==> src/mole_pkg.sv <==
package mole_pkg;

	// display geometry
	// eight scan rows, eight columns per row
	localparam int MATRIX_ROWS = 8;
	localparam int MATRIX_COLS = 8;

	// game board
	// 4x4 holes, each one a 2x2 pixel block
	localparam int HOLE_COUNT = 16;

	// one column byte of a scanned row
	// also the active-low row line vector
	typedef logic [MATRIX_COLS-1:0] row_t;

	// full picture of one colour plane
	// pixel index is row * 8 + column
	// row 0 occupies bits 7:0
	typedef logic [MATRIX_ROWS*MATRIX_COLS-1:0] frame_t;

	// one-hot hole select from the random generator
	// bit i picks hole i
	typedef logic [HOLE_COUNT-1:0] hole_sel_t;

	// mole colour
	// bit 0 lights red, bit 1 lights green
	// both bits set shows yellow, zero shows nothing
	typedef logic [1:0] mole_color_t;

	// width of the miss and hit counters
	// limits up to 1023
	typedef logic [9:0] tick_t;

	// scan FSM state
	// one state per display row, walked in rising order
	typedef enum logic [2:0] {
		row_0 = 3'd0,
		row_1 = 3'd1,
		row_2 = 3'd2,
		row_3 = 3'd3,
		row_4 = 3'd4,
		row_5 = 3'd5,
		row_6 = 3'd6,
		row_7 = 3'd7
	} scan_row_e;

endpackage

==> src/mole_frame.sv <==
`timescale 1ns/100ps

module mole_frame import mole_pkg::*; (
	input  logic        clk,
	input  logic        rst,
	input  hole_sel_t   hole_sel,
	input  mole_color_t mole_color,
	output frame_t      red_frame,
	output frame_t      green_frame
);

	// number of set bits in the select
	// five bits, so all sixteen set still counts right
	logic [4:0] sel_count;
	// index of the set bit when the select is one-hot
	logic [3:0] hole_idx;
	logic       sel_valid;

	// 2x2 block position on the 4x4 board
	logic [1:0] blk_row;
	logic [1:0] blk_col;

	// pixels covered by the selected block
	frame_t block_mask;

	// next frame contents, colour gated
	frame_t red_next;
	frame_t green_next;

	// count set bits and remember the index of the last one
	// index is only meaningful for a single set bit
	always_comb begin
		sel_count = '0;
		hole_idx  = '0;
		for (int i = 0; i < HOLE_COUNT; i++) begin
			if (hole_sel[i]) begin
				sel_count = sel_count + 5'd1;
				hole_idx  = i[3:0];
			end
		end
	end

	// exactly one hole picked
	assign sel_valid = (sel_count == 5'd1);

	// holes 0..3 sit in the bottom block row (pixel rows 6 and 7)
	// holes 12..15 sit in the top block row (pixel rows 0 and 1)
	assign blk_row = 2'd3 - hole_idx[3:2];
	// column inside the block row runs left to right
	assign blk_col = hole_idx[1:0];

	// a pixel belongs to the block when its row and column
	// halved match the block position
	always_comb begin
		block_mask = '0;
		for (int r = 0; r < MATRIX_ROWS; r++) begin
			for (int c = 0; c < MATRIX_COLS; c++) begin
				if (r[2:1] == blk_row && c[2:1] == blk_col) begin
					block_mask[r*MATRIX_COLS+c] = 1'b1;
				end
			end
		end
	end

	// red plane from colour bit 0, green plane from bit 1
	// everything outside the block stays dark
	assign red_next   = mole_color[0] ? block_mask : '0;
	assign green_next = mole_color[1] ? block_mask : '0;

	// frame registers
	// a zero or multi-bit select keeps the old picture
	always_ff @(posedge clk or posedge rst) begin
		if (rst) begin
			red_frame   <= '0;
			green_frame <= '0;
		end else if (sel_valid) begin
			red_frame   <= red_next;
			green_frame <= green_next;
		end
	end

endmodule

==> src/matrix_row_scan.sv <==
`timescale 1ns/100ps

module matrix_row_scan import mole_pkg::*; (
	input  logic   clk,
	input  logic   rst,
	input  frame_t red_frame,
	input  frame_t green_frame,
	output row_t   row_n,
	output row_t   red_col,
	output row_t   green_col
);

	// current and next scanned row
	scan_row_e state;
	scan_row_e state_next;

	// state as a plain row number
	logic [2:0] row_idx;

	// active-low line for the current row
	row_t row_sel_n;

	assign row_idx = state;

	// next row, wraps from 7 back to 0
	always_comb begin
		case (state)
			row_0: state_next = row_1;
			row_1: state_next = row_2;
			row_2: state_next = row_3;
			row_3: state_next = row_4;
			row_4: state_next = row_5;
			row_5: state_next = row_6;
			row_6: state_next = row_7;
			row_7: state_next = row_0;
			default: state_next = row_0;
		endcase
	end

	// pull the current row low, keep the others high
	always_comb begin
		for (int r = 0; r < MATRIX_ROWS; r++) begin
			row_sel_n[r] = (row_idx != r[2:0]);
		end
	end

	// scan FSM
	// row line and both column bytes are registered together
	// so they change on the same edge
	always_ff @(posedge clk or posedge rst) begin
		if (rst) begin
			state     <= row_0;
			// row 0 selected but dark
			row_n     <= 8'b1111_1110;
			red_col   <= '0;
			green_col <= '0;
		end else begin
			state     <= state_next;
			row_n     <= row_sel_n;
			// row s lives at bits s*8+7 down to s*8
			red_col   <= red_frame[row_idx*MATRIX_COLS +: MATRIX_COLS];
			green_col <= green_frame[row_idx*MATRIX_COLS +: MATRIX_COLS];
		end
	end

endmodule

==> src/round_timer.sv <==
`timescale 1ns/100ps

module round_timer import mole_pkg::*; #(
	parameter int unsigned ROUND_TICKS = 1000
) (
	input  logic clk,
	input  logic rst,
	input  logic hit,
	output logic new_round
);

	// round length in counter width
	localparam tick_t LIMIT = tick_t'(ROUND_TICKS);

	// cycles spent missing
	tick_t miss_cnt;
	// cycles spent hitting
	tick_t hit_cnt;

	logic miss_done;
	logic hit_done;

	// either counter at its limit ends the round
	assign miss_done = (miss_cnt == LIMIT);
	assign hit_done  = (hit_cnt == LIMIT);

	// only one counter runs at a time
	// the idle one is held at zero so a change of hit
	// starts the other count from scratch
	always_ff @(posedge clk or posedge rst) begin
		if (rst) begin
			miss_cnt <= '0;
			hit_cnt  <= '0;
		end else if (hit) begin
			miss_cnt <= '0;
			// wrap once the limit has been seen
			if (hit_done) begin
				hit_cnt <= '0;
			end else begin
				hit_cnt <= hit_cnt + 1'b1;
			end
		end else begin
			hit_cnt <= '0;
			if (miss_done) begin
				miss_cnt <= '0;
			end else begin
				miss_cnt <= miss_cnt + 1'b1;
			end
		end
	end

	// single-cycle request for a new random hole
	// high in the cycle after a counter sits at the limit
	always_ff @(posedge clk or posedge rst) begin
		if (rst) begin
			new_round <= 1'b0;
		end else begin
			new_round <= miss_done || hit_done;
		end
	end

endmodule

==> src/whack_mole_top.sv <==
`timescale 1ns/100ps

module whack_mole_top import mole_pkg::*; #(
	// round length in clock cycles, passed to the timer
	parameter int unsigned ROUND_TICKS = 1000
) (
	input  logic        clk,
	input  logic        rst,
	// mole position and colour from the random generator
	input  hole_sel_t   hole_sel,
	input  mole_color_t mole_color,
	// key matched the lit hole
	input  logic        hit,
	// matrix drive
	output row_t        row_n,
	output row_t        red_col,
	output row_t        green_col,
	// request for the next mole
	output logic        new_round
);

	// colour planes between frame builder and scanner
	frame_t red_frame;
	frame_t green_frame;

	// picture of the current mole
	mole_frame u_mole_frame (
		.clk         (clk),
		.rst         (rst),
		.hole_sel    (hole_sel),
		.mole_color  (mole_color),
		.red_frame   (red_frame),
		.green_frame (green_frame)
	);

	// free running row scan of both planes
	matrix_row_scan u_matrix_row_scan (
		.clk         (clk),
		.rst         (rst),
		.red_frame   (red_frame),
		.green_frame (green_frame),
		.row_n       (row_n),
		.red_col     (red_col),
		.green_col   (green_col)
	);

	// round length tracking
	// independent of what is on the display
	round_timer #(
		.ROUND_TICKS (ROUND_TICKS)
	) u_round_timer (
		.clk       (clk),
		.rst       (rst),
		.hit       (hit),
		.new_round (new_round)
	);

endmodule

==> config.mk <==
export PLATFORM = sky130hd
export DESIGN_NAME = whack_mole_top
export DESIGN_NICKNAME = d
export VERILOG_FILES = /design/src/mole_pkg.sv /design/src/mole_frame.sv /design/src/matrix_row_scan.sv /design/src/round_timer.sv /design/src/whack_mole_top.sv
export SDC_FILE = /design/constraint.sdc
export NUM_CORES = 1
export LEC_CHECK = 0
export BUFFER_PORTS_ARGS = -buffer_cell sky130_fd_sc_hd__buf_4
export CAP_MARGIN = 30
export CORE_UTILIZATION = 45
export DETAILED_ROUTE_END_ITERATION = 16
export PLACE_DENSITY_LB_ADDON = 0.05
export REMOVE_ABC_BUFFERS = 1
export SYNTH_ARGS = -nofsm -noshare
export SYNTH_HDL_FRONTEND = slang
export SYNTH_SLANG_ARGS = --single-unit
==> constraint.sdc <==
create_clock -name clk -period 6.6 [get_ports clk]
set_input_delay 1.32 -clock clk [delete_from_list [all_inputs] [get_ports clk]]
set_output_delay 1.32 -clock clk [all_outputs]
set_load 0.05 [all_outputs]
# --- Word-level counts from Yosys, hierarchy flattened ---
# Memories as Yosys holds them, arrays and structs flattened. A register that Yosys moved wholly into a read port is not among the register bits.
# Cells that the tools add are included.
totals:
  output_inout_bits: 25
  inputBits: 21
  memories: 1
  romBits: 24
  reg_bits: 173
  wordCells: 118
classes:
  shift: 2
  n_reduce_logical: 20
  n_eq_ne: 16
  addsub: 18
  n_mux: 53
memory_table:
  columns: ["name", "words", "width", "read_ports", "rd_clocked_by_memory_dff", "wr", "line_no", "rtl"]
  rows:
  - ["(name not given)", 8, 3, 1, 1, 0, "matrix_row_scan.sv:27", "case (state)"]
op_table:
  columns: ["op", "count"]
  rows:
  - ["$mux W64", 2]
  - ["$shiftx A64 B7 Y8", 2]
  - ["$mux W5", 15]
  - ["$add A5 B1 Y5 const B", 14]
  - ["$mux W10", 4]
  - ["$mux W4", 8]
  - ["$add A10 B1 Y10 const B", 2]
  - ["$eq A10 B10 Y1 const B", 2]
  - ["$mux W1", 18]
  - ["$logic_and A1 B1 Y1", 16]
  - ["$mux W3", 4]
  - ["$ne A3 B3 Y1 const B", 4]
  - ["$eq A2 B2 Y1 const A", 4]
  - ["$ne A3 B2 Y1 const B", 2]
  - ["$eq A5 B1 Y1 const B", 1]
  - ["$eq A1 B2 Y1 const A", 2]
  - ["$logic_not A2 Y1", 2]
  - ["$mux W2", 2]
  - ["$ne A3 B1 Y1 const B", 1]
  - ["$reduce_bool A3 Y1", 1]
  - ["$add A1 B1 Y2 const B", 1]
  - ["$sub A2 B2 Y2 const A", 1]
  - ["$logic_or A1 B1 Y1", 1]

# --- Longest topological paths before layout ---
logic_depth:
  ltp_word: 32
  depth_mapped: 50
  ltp_nobuf: 49

# --- Hierarchy ---
# Synthesis repeated with hierarchy kept, for this count alone.
hier_totals:
  hier_cells: 723
  area_unflattened_um2: 7193.1
modules_own_cells:
  columns: ["mod", "instances", "area_per_inst_um2", "seq_area_each_um2", "cells_each"]
  rows:
  - ["mole_frame", 1, 4134.0, 800.8, 499]
  - ["matrix_row_scan", 1, 1920.6, 684.4, 106]
  - ["round_timer", 1, 1138.6, 525.5, 118]

# --- Worst setup path before layout ---
# No wires, ideal clock.
synth_path:
  kind: "input port to flip-flop"
  startpoint: "input hole_sel[0]"
  endpoint: "register u_mole_frame.green_frame[41]"
  t_arrival_ns: 10.027
  required_ns: 6.473
  path_stages: 48
  slack_ns: -3.555
  path_buffers: 1
  path_cell_list: "inv_1 > ha_1 > xor2_2 > ha_1 > nand2_1 > o31a_1 > inv_1 > ha_1 > mux2_2 > ha_1 > nand2_1 > o41a_1 > nand2_1 > ha_1 > nor2b_1 > a31oi_1 > ha_1 > nand2_1 > [12 not listed] > o31ai_1 > ha_1 > mux2_2 > ha_1 > mux2_2 > ha_1 > mux2i_1 > inv_1 > ha_1 > nand2_1 > o21ai_0 > ha_1 > nand3b_1 > o311ai_0 > nand3_1 > nor4_4 > buf_6 > mux2_1"
synth_via:
  elab_chain_cells: 32
synth_lines:
  columns: ["item", "line_no", "rtl"]
  rows:
  - ["start: declaration", "whack_mole_top.sv:10", "input hole_sel_t hole_sel,"]
  - ["$mux W1 *", "mole_frame.sv:36", "if (hole_sel[i]) begin"]
  - ["$add A1 B1 Y2", "mole_frame.sv:37", "sel_count = sel_count + 5'd1;"]
  - ["$mux W5 *", "mole_frame.sv:36", null]
  - ["$add A5 B1 Y5", "mole_frame.sv:37", null]
  - ["$mux W5 *", "mole_frame.sv:36", null]
  - ["$add A5 B1 Y5", "mole_frame.sv:37", null]
  - ["$mux W5 *", "mole_frame.sv:36", null]
  - ["$add A5 B1 Y5", "mole_frame.sv:37", null]
  - ["[16 not listed]", null, null]
  - ["$mux W5 *", "mole_frame.sv:36", null]
  - ["$add A5 B1 Y5", "mole_frame.sv:37", null]
  - ["$mux W5 *", "mole_frame.sv:36", null]
  - ["$add A5 B1 Y5", "mole_frame.sv:37", null]
  - ["$mux W5 *", "mole_frame.sv:36", null]
  - ["$add A5 B1 Y5", "mole_frame.sv:37", null]
  - ["$mux W5 *", "mole_frame.sv:36", null]
  - ["$eq A5 B1 Y1 *", "mole_frame.sv:44", "assign sel_valid = (sel_count == 5'd1);"]
  - ["end signal: assignment", "mole_frame.sv:78", "green_frame <= green_next;"]
  - ["end: declaration", "mole_frame.sv:9", "output frame_t green_frame"]
# Every way passes the cells marked *; elsewhere a longest branch is shown, timed or not.
# A chain may end at the register's enable or synchronous reset.

# --- Worst setup path in the final report ---
layout_path:
  startpoint: "input hole_sel[1]"
  endpoint: "register u_mole_frame.red_frame[45]"
layout_via:
  elab_chain_cells: 30
layout_lines:
  columns: ["item", "line_no", "rtl"]
  rows:
  - ["$mux W5", "mole_frame.sv:36", null]
  - ["$add A5 B1 Y5", "mole_frame.sv:37", null]
  - ["$mux W5", "mole_frame.sv:36", null]
  - ["$add A5 B1 Y5", "mole_frame.sv:37", null]
  - ["$mux W5", "mole_frame.sv:36", null]
  - ["$add A5 B1 Y5", "mole_frame.sv:37", null]
  - ["$mux W5", "mole_frame.sv:36", null]
  - ["$add A5 B1 Y5", "mole_frame.sv:37", null]
  - ["[14 not listed]", null, null]
  - ["$mux W5", "mole_frame.sv:36", null]
  - ["$add A5 B1 Y5", "mole_frame.sv:37", null]
  - ["$mux W5", "mole_frame.sv:36", null]
  - ["$add A5 B1 Y5", "mole_frame.sv:37", null]
  - ["$mux W5", "mole_frame.sv:36", null]
  - ["$add A5 B1 Y5", "mole_frame.sv:37", null]
  - ["$mux W5", "mole_frame.sv:36", null]
  - ["$eq A5 B1 Y1", "mole_frame.sv:44", null]
  - ["end signal: assignment", "mole_frame.sv:77", "red_frame <= red_next;"]
  - ["end: declaration", "mole_frame.sv:8", "output frame_t red_frame,"]
# Several ways; a longest one is shown, not always the timed one.

==> results.md <==
- Status: finished with violations
- Failing checks: setup timing
- Xor and xnor area share after synthesis: 12.6%
- Power Internal: 2.05 mW
- Dominant synthesized flop cell: dfrtp_1
- First-pass GRT wire length: 20,500 um
- DRT iter0 DRCs: 176
- Biggest cell delay along the critical path: 0.33 ns
- CTS tree: yes
- Final setup margin: -3.00 ns
- CP Max Fanout: 8
- Leak pwr: 3.31 nW
- Core area: 0.0105 mm2
- Worst setup SP type: input port
- Via count: 4,143
- Fillcell total: 839
- MaxCap Viol Count: 0
- Post-synthesis adder-cell area fraction: 6.11%
- Comb pwr share: 72.9%
- Share of cells above drive strength 1: 43.6%
- CP arrival: 9.84 ns
- Vias per cell: 5.22
- CP endpoint kind: register
- Max clock buf depth: 2
- Total congestion overflow: 0
- Number of flops mapped to enable cells by yosys: 0
- Largest family of logic cells by synthesized area: simple AND/OR/NAND/NOR gates
- Skew final: 0.0138 ns
- WL/cell: 15.5 um
- Drt total wl: 12,300 um
- Synthesized area per cell: 9.82 um2
- Post-synth top area share: 33.1%
- Inst Count DP: 711
- Die area: 0.0113 mm2
- Ranking of synthesized cells by area: dfrtp_1 (33%), mux2_1 (6.4%), ha_1 (6.1%), xnor2_1 (5.0%), nor2_1 (5.0%)
- Fin Hold WS: 0.509 ns
- Power Dens Cells: 483 mW/mm2
- H-tree lvl count: 3
- # nets final: 698
- Die Height: 106 um
- Initial antenna violation count: 0
- Final hold vios: 0
- Global Route Usage Sum: 22.9%
- Simple-Gate Fraction of Synth Area: 18.0%
- Switching part of the total: 38.4%
- Post-synthesis mux area share: 12.3%
- Clock Sinks: 72
- DR DRC count: 0
- Cell variety after synth: 66
- Final min period: 9.60 ns
- Area of the multi-input gates: 0.00318 mm2
- Compound-Gate Fraction of Synth Area: 8.31%
- Area growth syn-to-layout: 40.3%
- DP HPWL: 7630 um
- Post-synth ARST share: 100%
- Row count: 37
- Sequential share of power: 15.5%
- Post-Syn Instances: 500
- Mapped Area: 0.00491 mm2
- RSZ-0062 raised after global routing: true
- Slew Viols, Final: 0
- # diodes: 0
- Inserted Clock Buffers: 9
- Pin slew with the least headroom to its limit: 0.799 ns
- Largest net degree at the start of global routing: 65
- Setup WS pre-CTS: -3.72 ns
- Worst EP required: 6.84 ns
- HP Class: reg2reg
- Routed Antenna Nets: 0
- Synth top cells by count: dfrtp_1 (65), nor2_1 (65), nand2_1 (47)
- Sequential-to-total area share from yosys stat: 36.9%
- Peak Freq: 0.104 GHz
- CP max stage cell: ha_1
- # setup viols final: 32
- Ys Warns: 0
- NetSw: 1.28 mW
- Ports: 46
- Final period utilization: 145%
- Synth area leader: dfrtp_1
- Synthesized flop and latch total: 72
- Clk Latency, worst-skew pair: 0.35 ns
- Worst-path clk slew: 0.08 ns
- Starting Density: 46.9%
- Clock root buffer: clkbuf_8
- Crit path top cell by count: ha_4
- GPL Wtd Cong: 0.796
- Setup TNS: -93.91 ns
- Worst slew margin: 46.7%
- DRT Pass-1 Iters: 4
- Vias in the first global route: 4,290
- Register area: 0.00181 mm2
- Critical path class: in2reg
- Clk network pwr share: 11.6%
- Maximum vdd drop: 626 uV
- Chip width: 106 um
- Final cell count without fillers: 794
- Port Buf Inserts: 45
-- final timing paths --
path	slack, ns	depth (start not counted)	endpoint	from
setup / recovery	-3.00	51	u_mole_frame.red_frame[45]$_DFFE_PP0N_	hole_sel[1]
hold / removal	0.51	1	u_round_timer.miss_cnt[0]$_DFF_PP0_	u_round_timer.miss_cnt[0]$_DFF_PP0_
setup reg to reg	5.06	6	u_round_timer.hit_cnt[8]$_DFF_PP0_	u_round_timer.hit_cnt[0]$_DFF_PP0_
hold reg to reg	0.51	1	u_round_timer.miss_cnt[0]$_DFF_PP0_	u_round_timer.miss_cnt[0]$_DFF_PP0_
max in group asynchronous	4.69	3	u_mole_frame.green_frame[59]$_DFFE_PP0N_	rst
min in group asynchronous	0.88	2	u_round_timer.new_round$_DFF_PP0_	rst
-- routing by layer --
metal / up-vias / wire, um / global-route usage, %
met5: - / 0 / 0
met4: 0 / 216 / 7.83
met3: 19 / 342 / 3.37
met2: 74 / 6220 / 39.4
met1: 2029 / 5500 / 29.2
li1: 2021 / - / -
-- layout by cell type (no fill, tap or decap), drive strengths merged, types with 3 or more instances in the layout --
cell type | Yosys | layout
a211oi | 3 | 3
a21oi | 10 | 10
and2 | 5 | 5
and3 | 10 | 10
buf | 19 | 173
clkbuf | 13 | 12
dfrtp | 65 | 65
dfstp | 7 | 7
ha | 24 | 24
inv | 27 | 27
mux2 | 33 | 33
mux2i | 5 | 5
mux4 | 8 | 8
nand2 | 47 | 47
nand3 | 22 | 22
nand4 | 4 | 4
nand4b | 3 | 3
nor2 | 65 | 65
nor3 | 10 | 10
nor4b | 3 | 3
o211ai | 3 | 3
o21ai | 15 | 15
o31ai | 4 | 4
or2 | 4 | 4
or3 | 3 | 3
xnor2 | 31 | 31
xnor3 | 6 | 6
xor2 | 17 | 17
-- critical path, delay by kind of cell --
family / cells / cell delay [ns]
AO/OA/AOI/OAI: 12 / 1.49
XOR/XNOR: 1 / 0.18
adder cells (fa/ha/maj): 14 / 3.61
buffers and inverters: 8 / 0.78
multiplexers: 5 / 1.32
AND/OR/NAND/NOR: 11 / 1.14
-- sequential cells by signal (all words and copies together) (netlist names) --
name,cells
u_mole_frame.green_frame,16
u_mole_frame.red_frame,16
u_round_timer.hit_cnt,10
u_round_timer.miss_cnt,10
u_matrix_row_scan.row_n,8
u_matrix_row_scan.green_col,4
u_matrix_row_scan.red_col,4
u_matrix_row_scan.row_idx,3
u_round_timer.new_round,1
-- through the flow --
step / instance area [um2] / util [%] / total power, mW
after floorplan: 4720 / - / 1.47
after global placement: 5710 / 54.6 / 1.96
after detailed placement: 5710 / 54.6 / 1.99
after CTS: 6720 / 64.3 / 3.16
after global routing: 6890 / 65.9 / 3.52
final: 6890 / 65.9 / 3.33
-- cell type report --
class / instances / share of cell area (%)
Multi-Input combinational cell: 369 / 46.1
Sequential cell: 72 / 26.3
Timing Repair Buffer: 174 / 20.4
Tap cell: 136 / 2.47
Clock buffer: 11 / 2.05
Inverter: 27 / 1.54
Clock inverter: 5 / 1.18
-- power groups by stage --
stage / Combinational [mW] / Sequential, mW / Clock (mW)
floorplan: 0.852 / 0.621 / 0
global placement: 1.44 / 0.520 / 0
detailed placement: 1.47 / 0.523 / 0
CTS: 2.25 / 0.516 / 0.396
global route: 2.59 / 0.521 / 0.414
finish: 2.42 / 0.517 / 0.386
-- what timing repair did --
action / CTS / global route
setup buffers: 60 / 9
pin swaps: 22 / 27
endpoints found under the setup margin: 32 / 32
cloned: 2 / 0
hold buffers: 0 / 0
gates resized for setup: 66 / 38
-- cell families after synthesis --
kind of cell,Yosys count
and+or+nand+nor,186
xor gates and xnor gates,55
muxes,46
DFF,72
AOI/OAI and AO/OA,58
adders and majority gates,24
buffers and inverters,59
Note: power is estimated with default switching activity, not from simulation.
